### config.mk
export PLATFORM = sky130hd
export DESIGN_NAME = bram_dp
export DESIGN_NICKNAME = d
export VERILOG_FILES = /design/src/bram_pkg.sv /design/src/bram_dp.sv
export SDC_FILE = /design/constraint.sdc
export NUM_CORES = 2
export LEC_CHECK = 0
export ABC_AREA = 1
export BUFFER_PORTS_ARGS = -buffer_cell sky130_fd_sc_hd__buf_2
export CAP_MARGIN = 40
export CORE_UTILIZATION = 50
export CTS_CLUSTER_DIAMETER = 100
export CTS_CLUSTER_SIZE = 40
export DETAILED_ROUTE_END_ITERATION = 6
export GPL_TIMING_DRIVEN = 1
export HOLD_SLACK_MARGIN = 0.1
export MAX_ROUTING_LAYER = met4
export PLACE_DENSITY = 0.63
export SETUP_SLACK_MARGIN = 0.3
export SLEW_MARGIN = 20
export SYNTH_ARGS = -nofsm -noshare
export SYNTH_HDL_FRONTEND = slang
export SYNTH_SLANG_ARGS = --single-unit
### constraint.sdc
create_clock -name CPU_CKIO -period 3.98 [get_ports CPU_CKIO]
set_input_delay 0.796 -clock CPU_CKIO [delete_from_list [all_inputs] [get_ports CPU_CKIO]]
set_output_delay 0.796 -clock CPU_CKIO [all_outputs]
set_load 0.01 [all_outputs]
### src/bram_pkg.sv
//--------------------------------------
// shared bus fields, register map, memory
// depths and payload types
//--------------------------------------
package bram_pkg;

  // host bus
  localparam int BUS_ADDR_W = 17;
  localparam int BUS_DATA_W = 16;
  localparam int WORD_ADDR_W = 14;

  typedef logic [1:0] sel_t;
  typedef logic [WORD_ADDR_W-1:0] word_addr_t;
  typedef logic [BUS_DATA_W-1:0] bus_word_t;

  // target select, code 3 is unused
  localparam sel_t SEL_CTL = 2'd0;
  localparam sel_t SEL_MOD = 2'd1;
  localparam sel_t SEL_DRIVE = 2'd2;

  // controller register map
  localparam word_addr_t ADDR_CTL_FLAG = 14'd0;
  localparam word_addr_t ADDR_MOD_CYCLE = 14'd1;
  localparam word_addr_t ADDR_MOD_FREQ_DIV_0 = 14'd2;
  localparam word_addr_t ADDR_MOD_FREQ_DIV_1 = 14'd3;

  localparam int CTL_RUN_BIT = 0;

  // 256 words hold 512 modulation bytes
  localparam int MOD_DEPTH = 256;
  localparam int NUM_TRANS = 64;

  typedef logic [5:0] trans_idx_t;

  // lo byte is the even sample
  typedef struct packed {
    logic [7:0] hi;
    logic [7:0] lo;
  } mod_word_t;

  typedef struct packed {
    logic [7:0] duty;
    logic [7:0] phase;
  } drive_t;

endpackage

### src/bram_dp.sv
//--------------------------------------
// simple dual port ram, registered read
//--------------------------------------
module bram_dp import bram_pkg::*; #(
  parameter type word_t = bus_word_t,
  parameter int DEPTH = MOD_DEPTH
) (
  input logic CPU_CKIO,
  input logic we,
  input word_addr_t waddr,
  input word_t wdata,
  input word_addr_t raddr,
  output word_t rdata
);

  localparam int AW = $clog2(DEPTH);

  word_t mem[DEPTH];

  // writes past the depth are dropped rather than aliased
  always_ff @(posedge CPU_CKIO) begin
    if (we && (waddr < word_addr_t'(DEPTH))) begin
      mem[waddr[AW-1:0]] <= wdata;
    end
  end

  always_ff @(posedge CPU_CKIO) begin
    rdata <= mem[raddr[AW-1:0]];
  end

endmodule

==> results.json <==
{
  "grt_pass1_wl_um": 675000,
  "path_class": "in2reg",
  "place_area_um2": 174000,
  "syn_area_per_cell_um2": 12.2,
  "synth_top_cell_area_share_pct": 74.3,
  "die_x_um": 578,
  "drtIter0Drc": 14100,
  "antenna_found_initial": 23,
  "required_ns": 4.80,
  "p_leak_uw": 0.0613,
  "final_area_um2": 178000,
  "cts_tree": "built",
  "peakVddDrop_uv": 402,
  "final.fill_count": 26900,
  "max_stage_delay_ns": 0.39,
  "wl_um": 464000,
  "finalSetupViolCount": 0,
  "endpoint_kind": "register",
  "syn_area_um2": 166000,
  "remaining_drc_errors": 0,
  "synthesis.nets": 13600,
  "yosysTopAreaCell": "edfxtp_1",
  "power_uw": 72100,
  "skew_ns": 0.103,
  "cts_setup_buffers": 0,
  "drv_slew": 0,
  "start_util_pct": 50.4,
  "finalHoldViolations": 0,
  "worstPathCellList": "buf_8, buf_12, buf_4, buf_4, nand3_1, nand3_1, nand3_1, nand3_1, nand3_1, nand3_1, nand2_1, nand2_1, nand2_1",
  "synth_seq_cells": 4112,
  "slowest_stage": "buf_4",
  "vias": 107000,
  "whs_ns": 0.206,
  "via_per_inst": 5.95,
  "synth_area_leaders": "edfxtp_1 74%, nand3_1 12%, nand2_1 9.5%",
  "start_kind": "input port",
  "hold_buffers": 0,
  "synth_mux_area_share_pct": 0,
  "synth_compound_area_share_pct": 0,
  "grt_max_degree": 139,
  "synth_xor_area_share_pct": 0,
  "cpMostUsedCell": "nand3_1",
  "multi_input_area_um2": 37100,
  "synth_simple_gate_area_share_pct": 22.3,
  "io_buffers": 55,
  "status": "finished clean",
  "min_path_type": "in2reg",
  "place_hpwl_um": 274000,
  "ioPinCount": 62,
  "postSynthCellCount": 13600,
  "dieArea_um2": 334000,
  "grt_remaining_overflow": 0,
  "core-area_um2": 328000,
  "clock-root-buffer": "clkbuf_16",
  "clkTransAtPathRegs_ns": 0.14,
  "worstMarginPinSlew_ns": 1.23,
  "postRouteAntennaNets": 0,
  "wire_per_inst_um": 25.8,
  "synth-seq-area-share_pct": 74.4,
  "synthAdderAreaFrac_pct": 0,
  "die_h_um": 578,
  "ys_types": 16,
  "regArea_um2": 123000,
  "clock_path_buffers": 4,
  "place.gp.congestion": 0.969,
  "slew_headroom_pct": 18.1,
  "cts_resized": 0,
  "cts_max_level": 3,
  "syn_to_final_growth_pct": 7.31,
  "post-route-period-util_pct": 73.2,
  "numCtsBuffers": 125,
  "drv_cap": 0,
  "setup_tns_ns": 0,
  "crit_fanout": 26,
  "p_per_area_nw_per_um2": 405,
  "rows": 210,
  "arrival_ns": 3.74,
  "cts_sinks": 4112,
  "grt_pass1_vias": 99900,
  "grt_setup_unrepaired": "false",
  "yosys_warnings": 0,
  "fin_crit_ns": 2.91,
  "max_freq_mhz": 343,
  "layout-drive-gt1-share_pct": 7.27,
  "grt_usage_pct": 28.3,
  "dr.pass1.iters": 6,
  "insertion_delay_ns": 0.99,
  "layout.nets": 13600,
  "synth_top_family_by_area": "simple AND/OR/NAND/NOR gates"
}
==> power by group <==
part | total, uW | switching (uW) | internal (uW)
clock | 18900 | 12500 | 6330
combinational | 5630 | 4180 | 1450
sequential | 47600 | 11.1 | 47600
total | 72100 | 16700 | 55300
==> synth_stat cells <==
cell type / instances
inv_1: 15
clkbuf_1: 151
buf_6: 60
buf_2: 464
buf_4: 174
nor2_1: 270
buf_12: 2
nor4_1: 1
nand3_1: 4032
inv_4: 2
nand2_1: 4213
edfxtp_1: 4096
buf_1: 84
and3_1: 1
inv_2: 2
dfxtp_1: 16
==> worst paths after layout <==
kind               start  slack [ns]  cells past startpoint  endpoint
max             raddr[1]        1.07                     13  rdata[5]
min             raddr[7]        0.21                      3  rdata[8]
max reg2reg   mem[63][5]        1.68                     10  rdata[5]
min reg2reg  mem[156][4]        1.05                     10  rdata[4]
==> cell type report <==
type / count / area share, %
antenna: 24 / 0.0338
clock buffer: 150 / 1.84
clock inverter: 47 / 0.313
inverter: 19 / 0.0697
multi-input combinational: 8517 / 20.9
sequential: 4112 / 69.4
tap: 4346 / 3.06
timing repair buffer: 790 / 4.44
==> cell usage in the layout, fill, tap and decap left out, types with 2 or more instances in the layout <==
master / instances
clkbuf_16: 127
dfxtp_1: 16
buf_12: 150
nor2_2: 9
clkinv_16: 2
inv_8: 3
inv_12: 3
edfxtp_1: 4096
bufinv_16: 3
inv_1: 13
clkinv_8: 5
nand2_2: 16
clkinv_4: 5
inv_6: 10
clkinv_2: 8
clkinvlp_4: 3
diode_2: 24
inv_16: 5
clkinv_1: 5
buf_8: 19
nor2_1: 261
nand3_1: 4032
nand2_1: 4197
buf_4: 586
buf_2: 33
clkbuf_1: 22
==> registers in the layout, indices dropped and copies added, names as in the netlist <==
signal / flops
mem: 4096
rdata: 16
==> critical path, delay by kind of cell <==
kind | cells | cell delay, ns
buf+inv | 4 | 1.26
simple gates | 9 | 1.52
==> per-layer routing <==
layer,global-route usage [%],up-vias,routed length [um]
li1,-,48200,-
met1,38.5,53100,184000
met2,44.1,5182,220000
met3,3.75,660,42300
met4,9.85,0,17800
met5,-,-,0
==> kinds of logic (layout without fill, tap and decap cells) <==
family | after synthesis | in the layout
flops | 4112 | 4112
buf+inv | 954 | 1006
simple gates | 8517 | 8517
other cells | 0 | 24
==> metrics by stage <==
step                      util, %  worst slack, ns  std cells
after floorplan                 -             1.06      13600
after global placement       52.9            0.126      17800
after detailed placement     52.9            0.127      17800
after CTS                    54.1             1.19      18000
after global routing         54.1             1.07      18000
final                        54.1             1.07      18000
Power figures use the tool's default switching activity.
