**config.mk**
```make
export PLATFORM = sky130hd
export DESIGN_NAME = mod_sampler
export DESIGN_NICKNAME = d
export VERILOG_FILES = /design/src/bram_pkg.sv /design/src/mod_sampler.sv
export SDC_FILE = /design/constraint.sdc
export NUM_CORES = 1
export LEC_CHECK = 0
export ABC_AREA = 1
export BUFFER_PORTS_ARGS = -buffer_cell sky130_fd_sc_hd__buf_2
export CORE_MARGIN = 2
export CORE_UTILIZATION = 61
export DETAILED_ROUTE_END_ITERATION = 8
export GPL_TIMING_DRIVEN = 1
export PLACE_DENSITY = 0.92
export SLEW_MARGIN = 20
export SYNTH_ARGS = -nofsm -noshare
export SYNTH_HDL_FRONTEND = slang
export SYNTH_SLANG_ARGS = --single-unit
```
**constraint.sdc**
```tcl
create_clock -name CPU_CKIO -period 2.3 [get_ports CPU_CKIO]
set_input_delay 0.115 -clock CPU_CKIO [delete_from_list [all_inputs] [get_ports CPU_CKIO]]
set_output_delay 0.115 -clock CPU_CKIO [all_outputs]
set_load 0.05 [all_outputs]
```
**src/bram_pkg.sv**
```systemverilog
//--------------------------------------
// shared bus fields, register map, memory
// depths and payload types
//--------------------------------------
package bram_pkg;

  // host bus
  localparam int BUS_ADDR_W = 17;
  localparam int BUS_DATA_W = 16;
  localparam int WORD_ADDR_W = 14;

  typedef logic [1:0] sel_t;
  typedef logic [WORD_ADDR_W-1:0] word_addr_t;
  typedef logic [BUS_DATA_W-1:0] bus_word_t;

  // target select, code 3 is unused
  localparam sel_t SEL_CTL = 2'd0;
  localparam sel_t SEL_MOD = 2'd1;
  localparam sel_t SEL_DRIVE = 2'd2;

  // controller register map
  localparam word_addr_t ADDR_CTL_FLAG = 14'd0;
  localparam word_addr_t ADDR_MOD_CYCLE = 14'd1;
  localparam word_addr_t ADDR_MOD_FREQ_DIV_0 = 14'd2;
  localparam word_addr_t ADDR_MOD_FREQ_DIV_1 = 14'd3;

  localparam int CTL_RUN_BIT = 0;

  // 256 words hold 512 modulation bytes
  localparam int MOD_DEPTH = 256;
  localparam int NUM_TRANS = 64;

  typedef logic [5:0] trans_idx_t;

  // lo byte is the even sample
  typedef struct packed {
    logic [7:0] hi;
    logic [7:0] lo;
  } mod_word_t;

  typedef struct packed {
    logic [7:0] duty;
    logic [7:0] phase;
  } drive_t;

endpackage

```
**src/mod_sampler.sv**
```systemverilog
//--------------------------------------
// modulation sampler, one byte per divider
// period
//--------------------------------------
module mod_sampler import bram_pkg::*; (
  input logic CPU_CKIO,
  input logic reset,
  input logic run,
  input logic [15:0] mod_cycle,
  input logic [31:0] mod_freq_div,
  output word_addr_t raddr,
  input mod_word_t rdata,
  output logic mod_update,
  output logic [7:0] mod_value
);

  logic [31:0] div_cnt;
  logic [15:0] idx;
  logic step;
  logic step_q;
  logic odd_q;

  // a step happens at the start of every divider period
  assign step = run && (div_cnt == '0);
  assign raddr = idx[14:1];

  always_ff @(posedge CPU_CKIO) begin
    if (reset || !run) begin
      div_cnt <= '0;
      idx <= '0;
    end else begin
      div_cnt <= (div_cnt >= mod_freq_div) ? '0 : div_cnt + 32'd1;
      if (step) begin
        idx <= (idx >= mod_cycle) ? '0 : idx + 16'd1;
      end
    end
  end

  // word is read at the step, byte picked one cycle later
  always_ff @(posedge CPU_CKIO) begin
    if (reset) begin
      step_q <= 1'b0;
      odd_q <= 1'b0;
      mod_update <= 1'b0;
      mod_value <= '0;
    end else begin
      step_q <= step;
      odd_q <= idx[0];
      mod_update <= step_q;
      if (step_q) begin
        mod_value <= odd_q ? rdata.hi : rdata.lo;
      end
    end
  end

endmodule

```
==> flow_metrics.py <==
metrics = {
    "setup_path": {
        "worstPathRequired_ps": 2530,
        "cp-start-kind": "flip-flop",
        "worstSetupPathType": "flip-flop to flip-flop",
        "critPathMaxFanout": 25,
        "crit_path_end_kind": "flip-flop",
        "cp.arrival_ps": 2260,
    },
    "layout": {
        "nNetsFinal": 909,
        "seq_area_mm2": 0.001181,
        "drive_gt1_frac": 0.1495,
        "fill_cells": 614,
        "area_growth_pct": 14.48,
        "multi_input_area_mm2": 0.002716,
        "diodes": 0,
    },
    "sta": {
        "finalSetupTns_ps": 0,
        "setup_violations": 0,
        "period_share": 0.8830,
        "rsz0062_at_grt": "false",
        "slew_violations": 0,
        "worst_clock_skew_ps": 7.873,
        "slew_headroom": 0.6573,
        "min_period_ps": 2031,
        "worst_slew_pin_slew_ps": 510.1,
        "hold_viol": 0,
        "timing.fmax_mhz": 492.4,
    },
    "drt": {
        "vias_per_cell": 5.134,
        "dr.pass1.iters": 5,
        "antenna_left": 0,
        "wl_per_cell_um": 12.38,
        "drc": 0,
        "routed-via-count": 4595,
        "drt_wl_total_mm": 11.08,
        "drtIter0Drc": 253,
    },
    "global_route": {
        "first_global_vias": 4460,
        "grt_antenna_before_repair": 0,
        "grt_util_all_layers": 0.2827,
        "grt-ovfl-total": 0,
        "grt_pass1_wl_mm": 18.98,
        "grt_max_degree": 26,
    },
    "synthesis": {
        "syn_avg_cell_area_um2": 6.414,
        "synth_area_leaders": "dfxtp_1 (26%), ha_1 (14%), nand2_1 (13%), inv_1 (11%), nor2_1 (11%)",
        "yosys-top-cells-count": "nand2_1 (157), inv_1 (130), nor2_1 (129)",
        "synth_edf_count": 0,
        "synth-seq-cells": 59,
        "yosys.cell_types.count": 29,
        "syn-cell-area_mm2": 0.004528,
        "yosys.area.top_type": "dfxtp_1",
        "synthArstFlopShare": 0,
        "synth_top_cell_area_share": 0.2608,
        "yosysSeqAreaShare": 0.2608,
        "yosysMostFrequentCell": "nand2_1",
        "synth_flop_cell": "dfxtp_1",
        "synth_nets": 824,
        "syn_inst": 706,
        "ys_warn_count": 0,
    },
    "placement": {
        "dp_hpwl_mm": 9.029,
        "io_buffer_count": 89,
        "place_congestion": 0.9304,
    },
    "clock_network": {
        "cts-root-buf": "clkbuf_8",
        "cts_tree": "built",
        "cts_buffers": 9,
        "clock_path_buffers": 2,
        "clk_pin_slew_worst_paths_ps": 70,
        "htreeDepth": 3,
        "insertion_delay_ps": 340,
        "cts_sinks": 59,
    },
    "pwr": {
        "powerDensity_mw_per_mm2": 416.7,
        "cellLeakagePower_uw": 0.002639,
        "total_power_uw": 2160,
        "irDropWorstVdd_mv": 0.2976,
    },
    "floorplan": {
        "core_mm2": 0.007214,
        "start_util": 0.6276,
        "die_w_um": 90.16,
        "die_h_um": 90.16,
        "fp.dieArea_mm2": 0.008128,
        "placementRows": 31,
        "num_io_pins": 90,
    },
    "worst_hold_path": {
        "hp-class": "input port to flip-flop",
    },
    "job": {
        "maxCapViolCount": 0,
    },
    "status": {
        "status": "finished clean",
    },
}
-- placed cells by master, fill, tap and decap left out, types with 14 or more instances in the layout --
cell and n:
nand2_1 157, a21oi_1 37, nor2_1 129, o21ai_0 14
inv_1 130, ha_1 51, nand3_1 20, xor2_1 30
nand4_1 17, buf_2 89, nor3_1 16, dfxtp_1 59
-- final timing paths --
check / endpoint / depth (start not counted) / startpoint / slack [ps]
max reg2reg: div_cnt[26]$_SDFF_PP0_ / 11 / div_cnt[15]$_SDFF_PP0_ / 270
min reg2reg: odd_q$_SDFF_PP0_ / 2 / idx[0]$_SDFFE_PP0P_ / 510
min: mod_value[6]$_SDFFE_PP0P_ / 3 / rdata[6] / 20
max: div_cnt[26]$_SDFF_PP0_ / 11 / div_cnt[15]$_SDFF_PP0_ / 270
-- logic make-up (layout without fill, tap and decap cells) --
group,after synthesis,count (layout),synth area share
buffers and inverters,152,242,0.1393
AOI/OAI and AO/OA,54,54,0.06134
adders and majority gates,51,51,0.1409
DFF,59,59,0.2608
xor gates and xnor gates,34,34,0.06576
and+or+nand+nor,356,356,0.3319
-- worst max-delay path, stage by stage, from the launching register on --
cell and delay, ps:
dfxtp_1 370, ha_1 310, nand2_1 70, nor2_1 180, nand2_1 90, nor2_1 100
nor2_1 50, nand2_1 110, nand2_1 60, nand2_1 280, buf_12 230, nor2_1 60
-- sequential cells by signal, summed over array words and instances (netlist names) --
name	cells
mod_update	1
step_q	1
div_cnt	32
mod_value	8
idx	16
odd_q	1
-- cell type report --
type	instances	area share
tap	99	0.02390
inverter	133	0.09631
clock buffer	14	0.03138
timing repair buffer	93	0.09462
clock inverter	2	0.001931
multi-input combinational	495	0.5240
sequential	59	0.2279
-- per-stage QoR --
stage | cells | setup slack [ps] | util | cell area [um2] | hold slack [ps]
after floorplan | 706 | 754.4 | - | 4528 | 187.4
after global placement | 878 | 344.9 | 0.6932 | 5001 | 337.6
after detailed placement | 878 | 275.8 | 0.6932 | 5001 | 343.5
after CTS | 895 | 266.8 | 0.7185 | 5184 | 12.69
after global routing | 895 | 15.13 | 0.7185 | 5184 | 27.15
final | 895 | 269.1 | 0.7185 | 5184 | 16.02
-- power breakdown --
part	internal, uW	total, uW	switching (uW)
Sequential	1040	1050	11.8
Clock	447	842	395
Combinational	105	268	164
-- metal layers --
metal,part of all wire,wire (um),vias up,GRT usage
met5,0,0,-,0
met4,0.023,256,0,0.1179
met3,0.051,566,26,0.04778
met2,0.51,5629,153,0.5182
met1,0.42,4628,2070,0.3230
li1,-,-,2346,-
-- what timing repair did --
item                                    in CTS  in global routing
endpoints found under the hold margin        3                  0
endpoints found under the setup margin       0                  0
resized for setup                            0                  0
hold buffers                                 1                  0
setup buffers                                0                  0
Note: power is estimated with default switching activity, not from simulation.
