[config.mk]
export PLATFORM = sky130hd
export DESIGN_NAME = drive_scanner
export DESIGN_NICKNAME = d
export VERILOG_FILES = /design/src/bram_pkg.sv /design/src/drive_scanner.sv
export SDC_FILE = /design/constraint.sdc
export NUM_CORES = 1
export LEC_CHECK = 0
export BUFFER_PORTS_ARGS = -buffer_cell sky130_fd_sc_hd__buf_2
export CORE_AREA = 2 2 82 84
export CTS_CLUSTER_SIZE = 10
export DETAILED_ROUTE_END_ITERATION = 8
export DIE_AREA = 0 0 84 86
export GPL_ROUTABILITY_DRIVEN = 1
export PLACE_DENSITY = 0.72
export SLEW_MARGIN = 20
export SYNTH_ARGS = -nofsm -noshare
export SYNTH_HDL_FRONTEND = slang
export SYNTH_SLANG_ARGS = --single-unit
export TNS_END_PERCENT = 1
[constraint.sdc]
create_clock -name CPU_CKIO -period 7 [get_ports CPU_CKIO]
set_clock_uncertainty 0.1 [all_clocks]
set_input_delay 1.4 -clock CPU_CKIO [delete_from_list [all_inputs] [get_ports CPU_CKIO]]
set_output_delay 1.4 -clock CPU_CKIO [all_outputs]
set_load 0.005 [all_outputs]
[src/bram_pkg.sv]
//--------------------------------------
// shared bus fields, register map, memory
// depths and payload types
//--------------------------------------
package bram_pkg;

  // host bus
  localparam int BUS_ADDR_W = 17;
  localparam int BUS_DATA_W = 16;
  localparam int WORD_ADDR_W = 14;

  typedef logic [1:0] sel_t;
  typedef logic [WORD_ADDR_W-1:0] word_addr_t;
  typedef logic [BUS_DATA_W-1:0] bus_word_t;

  // target select, code 3 is unused
  localparam sel_t SEL_CTL = 2'd0;
  localparam sel_t SEL_MOD = 2'd1;
  localparam sel_t SEL_DRIVE = 2'd2;

  // controller register map
  localparam word_addr_t ADDR_CTL_FLAG = 14'd0;
  localparam word_addr_t ADDR_MOD_CYCLE = 14'd1;
  localparam word_addr_t ADDR_MOD_FREQ_DIV_0 = 14'd2;
  localparam word_addr_t ADDR_MOD_FREQ_DIV_1 = 14'd3;

  localparam int CTL_RUN_BIT = 0;

  // 256 words hold 512 modulation bytes
  localparam int MOD_DEPTH = 256;
  localparam int NUM_TRANS = 64;

  typedef logic [5:0] trans_idx_t;

  // lo byte is the even sample
  typedef struct packed {
    logic [7:0] hi;
    logic [7:0] lo;
  } mod_word_t;

  typedef struct packed {
    logic [7:0] duty;
    logic [7:0] phase;
  } drive_t;

endpackage

[src/drive_scanner.sv]
//--------------------------------------
// drive scanner, streams modulated duty and
// phase for every transducer
//--------------------------------------
module drive_scanner import bram_pkg::*; (
  input logic CPU_CKIO,
  input logic reset,
  input logic run,
  input logic [7:0] mod_value,
  output word_addr_t raddr,
  input drive_t rdata,
  output logic drive_valid,
  output trans_idx_t drive_idx,
  output logic [7:0] drive_duty,
  output logic [7:0] drive_phase
);

  trans_idx_t idx;
  trans_idx_t idx_q;
  logic valid_q;
  logic [15:0] scaled;

  assign raddr = word_addr_t'(idx);
  assign scaled = 16'(rdata.duty) * 16'(mod_value);

  always_ff @(posedge CPU_CKIO) begin
    if (reset || !run) begin
      idx <= '0;
    end else begin
      idx <= (idx == trans_idx_t'(NUM_TRANS - 1)) ? '0 : idx + 6'd1;
    end
  end

  // stage 1 runs alongside the ram read
  always_ff @(posedge CPU_CKIO) begin
    if (reset) begin
      valid_q <= 1'b0;
      drive_valid <= 1'b0;
    end else begin
      valid_q <= run;
      drive_valid <= valid_q;
    end
  end

  always_ff @(posedge CPU_CKIO) begin
    idx_q <= idx;
  end

  // stage 2, duty * mod / 256
  always_ff @(posedge CPU_CKIO) begin
    if (valid_q) begin
      drive_idx <= idx_q;
      drive_duty <= scaled[15:8];
      drive_phase <= rdata.phase;
    end
  end

endmodule

==> metrics.csv, run 1 <==
metric,value,unit
critical path class,in2reg,
Detailed Routing Iterations Pass 1,4,
Initial DRC Count,125,
Setup crit end kind,flip-flop,
Crit path max-delay family,adder cells,
IO Pins,64,
clk slew on worst S/H paths,0.07,ns
Core Box Area,6280,µm²
CTS tree,built,
"wirelength, routed",5590,µm
Clock Latency Late Sink,0.28,ns
Seq. cell area,941,µm²
largest net degree at the start of global routing,24,
# diodes,0,
"Core Util, Final",56.1,%
sequential area share after synthesis,30.5,%
Die ar.,7220,µm²
first-pass GRT wire length,9270,µm
grt met3 use,3.75,%
Final ANT Viol Nets,0,
setup TNS,0,ns
"Top FF cell, synth",edfxtp_1,
Yosys reg bits,36,
"Largest stage delay, worst path",0.54,ns
Worst Path Required,6.94,ns
"top cells by count, synth","and2_1, inv_1, fa_1, ha_1, edfxtp_1",
"slowest stage cell, crit path",fa_1,
most numerous cell in the Yosys netlist,and2_1,
DP Cell Count,415,
Nets,441,
# fillers,568,
final hold vios,0,
Final Max Tran Viols,0,
Die Wd,84,µm
FP Rows,29,
CP Launch Type,input pin,
top cell type's share of synthesized area,22.7,%
YS warnings,0,
Final Wtd Congestion,0.852,
post-route insts no fill,423,
Synth area leaders,"fa_1, edfxtp_1, ha_1",
RSZ-0062 raised after global routing,no,
die height,86,µm
Max-Cap Viols,0,
Area Growth Syn to Fin,14.2,%
"area leader, netlist",fa_1,
met2 usage,27.9,%
CP cell instances,buf_2 > and2_2 > fa_1 > fa_1 > fa_1 > inv_1 > fa_1 > inv_1 > ha_1 > and4_4 > and2_1 > a221oi_2 > o21ai_1 > xnor2_1,
Avg Inst Size Synth,10.9,µm²
fraction of registers with async set/reset,0,%
vias in the first global route,2000,
Tcrit/Tclk final,75.9,%
vias,2113,
Initial Util,49.1,%
cts hold-fix bufs,0,
routed vias/inst,5.00,
clock buffer depth,2,
Post-Syn Area,3080,µm²
final routed DRC violation total,0,
Worst Hold Class,reg2reg,
Worst Tran Pin Value,0.965,ns
Max VDD drop,0.000123,V
Worst slew margin,35.6,%
total congestion overflow,0,
CTS Buf Count,5,
leakage,1.76,nW
Max Clk Rate,188,MHz
Crit path arrival time,5.25,ns
gr busiest metal,met2,
CTS-repair resized insts,0,
I/O Buffers,55,
layout cells sized above 1,20.8,%
Root Buffer,clkbuf_8,
Worst Path Buf+Inv,3,
post-layout min period,5.31,ns
P per Cell Area,251,nW/µm²
Routed WL per cell,13.2,µm
status,"complete, no violations",
# setup viols final,0,
synth unique cells,32,
hpwl dp,4600,µm
clock net sink count,36,
GR met1 Demand/Resource,20.9,%
Post-Synthesis Cells,284,
worst-path fanout max,8,
number of synthesized flops with an enable pin,22,
postcts setup bufs,0,
initial antenna violation count,0,
H-tree levels,2,
gr usage total,16.1,%
multi-input logic area,1950,µm²
most frequent CP cell,fa_1,
[cell usage in the layout, fill, tap and decap left out]
master | netlist | layout
a211oi_1 | 1 | 1
a21o_1 | 6 | 6
a21oi_1 | 5 | 5
a221oi_2 | 2 | 2
a222oi_1 | 1 | 1
a311oi_1 | 1 | 1
a31oi_1 | 1 | 1
and2_1 | 44 | 44
and2_2 | 6 | 6
and3_1 | 1 | 1
and4_4 | 1 | 1
buf_2 | 0 | 55
clkbuf_1 | 0 | 1
clkbuf_8 | 0 | 7
conb_1 | 1 | 8
dfxtp_1 | 14 | 14
edfxtp_1 | 22 | 22
fa_1 | 35 | 35
ha_1 | 34 | 34
inv_1 | 43 | 43
nand2_1 | 19 | 19
nand2b_1 | 2 | 2
nand3_1 | 3 | 3
nand4_1 | 2 | 2
nand4b_1 | 1 | 1
nor2_1 | 9 | 9
nor2b_1 | 1 | 1
o21a_1 | 1 | 1
o21ai_0 | 5 | 5
o21ai_1 | 1 | 1
o21ai_2 | 1 | 1
o21bai_1 | 1 | 1
xnor2_1 | 7 | 7
xor2_1 | 5 | 5
[power breakdown]
| part | internal [mW] | leakage (nW) | switching, mW |
|---|---|---|---|
| registers | 0.265 | 0.325 | 0.00721 |
| logic | 0.201 | 1.39 | 0.254 |
| clock network | 0.0897 | 0.0515 | 0.0655 |
[logic make-up (layout without fill, tap and decap cells)]
group	Yosys count	count (layout)	share of synthesized area, %
adders and majority gates	69	69	36.5
buffers and inverters	51	106	7.19
xor gates and xnor gates	12	12	3.41
DFF	36	36	30.5
other	1	8	0.122
AOI/OAI and AO/OA	26	26	6.05
and+or+nand+nor	89	89	16.2
[cell type report]
cell class | instances | share of cell area, %
Clock buffer | 8 | 2.84
Inverter | 43 | 4.59
Multi-Input combinational cell | 204 | 55.3
Sequential cell | 36 | 26.7
Tap cell | 77 | 2.74
Timing Repair Buffer | 55 | 7.82
[stage by stage]
stage	worst slack, ns	hold WS [ns]	area, µm²	power (mW)
after floorplan	1.67	0.282	3110	0.625
after global placement	1.41	0.278	3420	0.725
after detailed placement	1.36	0.278	3420	0.734
after CTS	1.68	0.289	3520	0.891
after global routing	1.47	0.293	3520	0.968
final	1.69	0.287	3520	0.883
[layer usage]
metal / wire length, µm / vias to the layer above
met4: 29 / 0
met2: 2890 / 42
li1: - / 1024
met5: 0 / -
met1: 2450 / 1043
met3: 216 / 4
[flip-flops by register name (all words and copies together) (netlist names)]
name / flops
idx: 6
valid_q: 1
drive_phase: 8
idx_q: 6
drive_idx: 6
drive_valid: 1
drive_duty: 8
[path summary, 6_finish.rpt]
check	depth (start not counted)	slack (ns)	startpoint	end
setup reg to reg	0	5.57	valid_q	drive_phase[0]
hold reg to reg	0	0.29	idx[1]	idx_q[1]
setup / recovery	14	1.69	rdata[9]	drive_duty[7]
hold / removal	0	0.29	idx[1]	idx_q[1]
Note: power is estimated with default switching activity, not from simulation.
==> inputs of run 2 (changes only) <==
==> constraint.sdc (replaced) <==
create_clock -name CPU_CKIO -period 4.9 [get_ports CPU_CKIO]
set_clock_uncertainty 0.1 [all_clocks]
set_input_delay 0.98 -clock CPU_CKIO [delete_from_list [all_inputs] [get_ports CPU_CKIO]]
set_output_delay 0.98 -clock CPU_CKIO [all_outputs]
set_load 0.005 [all_outputs]
==> run 2 against run 1 <==
Net effect:
- global-route usage rose by 1.5 points
- clock-buffer cell count fell by 3
- design area rose by 6.7%
- worst setup slack got worse by 1.6 ns
- combinational power rose by 71%
- sequential power rose by 44%
- wire length rose by 4.8%
- clock power rose by 61%
- via count rose by 3.5%
- power rose by 61%
- non-clock buffer count rose by 24
- sequential cell count did not move
- highest routed layer unchanged
==> metrics.csv, run 2 (synthesis gave the netlist of run 1 again) <==
metric,value,unit
status,"complete, no violations",
Initial Util,49.1,%
P per Cell Area,378,nW/µm²
most frequent cells in the layout,"buf_2, and2_1, inv_1",
CTS tree,built,
"Largest stage delay, worst path",0.56,ns
most frequent CP cell,fa_1,
Crit path max-delay family,adder cells,
gr usage total,17.6,%
clock buffer depth,2,
setup ws final,0.127,ns
Crit path arrival time,4.69,ns
Die Wd,84,µm
cts hold-fix bufs,0,
Worst slew margin,33.5,%
Die ar.,7220,µm²
CTS Buf Count,5,
H-tree levels,2,
CP Launch Type,input pin,
Area Growth Syn to Fin,21.9,%
Final ANT Viol Nets,0,
"wirelength, routed",5850,µm
Root Buffer,clkbuf_8,
"commonest non-fill, non-tap cell in the layout",buf_2,
total power,1.42,mW
routed vias/inst,4.89,
RSZ-0062 raised after global routing,no,
post-layout min period,4.77,ns
pre-CTS setup slack,-0.172,ns
CP cell instances,buf_2 > buf_12 > and2_1 > fa_1 > fa_1 > fa_1 > fa_1 > ha_1 > a21o_1 > a21o_1 > a221oi_2 > o21ai_0 > xor2_1,
Clock Latency Late Sink,0.28,ns
FP Rows,29,
Max Clk Rate,210,MHz
IO Pins,64,
first-pass GRT wire length,10300,µm
Max VDD drop,0.000199,V
Worst Tran Pin Value,0.996,ns
# fillers,531,
Final Max Tran Viols,0,
Setup crit end kind,flip-flop,
# setup viols final,0,
DP Cell Count,439,
Detailed Routing Iterations Pass 1,5,
Worst Path Required,4.82,ns
vias in the first global route,2363,
Initial DRC Count,77,
vias,2187,
layout cells sized above 1,27.3,%
largest net degree at the start of global routing,24,
setup TNS,0,ns
final hold vios,0,
clk slew on worst S/H paths,0.07,ns
"slowest stage cell, crit path",fa_1,
worst-path fanout max,5,
Tcrit/Tclk final,97.4,%
Routed WL per cell,13.1,µm
postcts setup bufs,0,
total congestion overflow,0,
Core Box Area,6280,µm²
Worst Path Buf+Inv,2,
critical path class,in2reg,
Nets,465,
hpwl dp,4910,µm
Final Wtd Congestion,0.830,
leakage,1.88,nW
initial antenna violation count,0,
# diodes,0,
final routed DRC violation total,0,
I/O Buffers,55,
Largest regs,"drive_duty x8, drive_phase x8",
Max-Cap Viols,0,
Worst Hold Class,reg2reg,
clock net sink count,36,
die height,86,µm
post-route insts no fill,447,
[run 2: metal layers]
| metal | part of all wire, % | track usage [%] |
|---|---|---|
| met5 | 0 | 0 |
| met4 | 1.5 | 4.55 |
| met3 | 2.7 | 3.37 |
| met2 | 53 | 33.2 |
| met1 | 42 | 20.5 |
[run 2: layout make-up]
cell class	instances	area, µm²	share of cell area, %
multi-input combinational	204	1980	52.7
sequential	36	941	25.0
timing repair buffer	79	468	12.5
inverter	43	161	4.30
tap	77	96.3	2.56
clock buffer	5	68.8	1.83
clock inverter	3	42.5	1.13
[run 2: power by group]
part	leakage, nW	switching [mW]	internal, mW	total (mW)
Clock	0.0541	0.0991	0.150	0.249
Sequential	0.325	0.0126	0.378	0.391
Combinational	1.50	0.396	0.384	0.781
Total	1.88	0.508	0.913	1.42
[run 2: repair_timing]
action	in CTS	in global routing
gates resized for setup	0	4
setup endpoints to repair	0	2
endpoints found under the hold margin	0	0
[run 2: metrics by stage]
step	area [µm²]	hold WS, ns	util [%]
floorplan	3120	0.282	-
global placement	3620	0.279	57.7
detailed placement	3620	0.281	57.7
CTS	3740	0.288	59.5
global route	3760	0.300	59.8
finish	3760	0.285	59.8
[run 2: final timing paths]
path              depth (start not counted)      start  slack (ns)       endpoint
setup / recovery                         13  rdata[10]        0.13  drive_duty[6]
hold / removal                            0     idx[1]        0.29       idx_q[1]
setup reg to reg                          4     idx[0]        3.41         idx[5]
hold reg to reg                           0     idx[1]        0.29       idx_q[1]
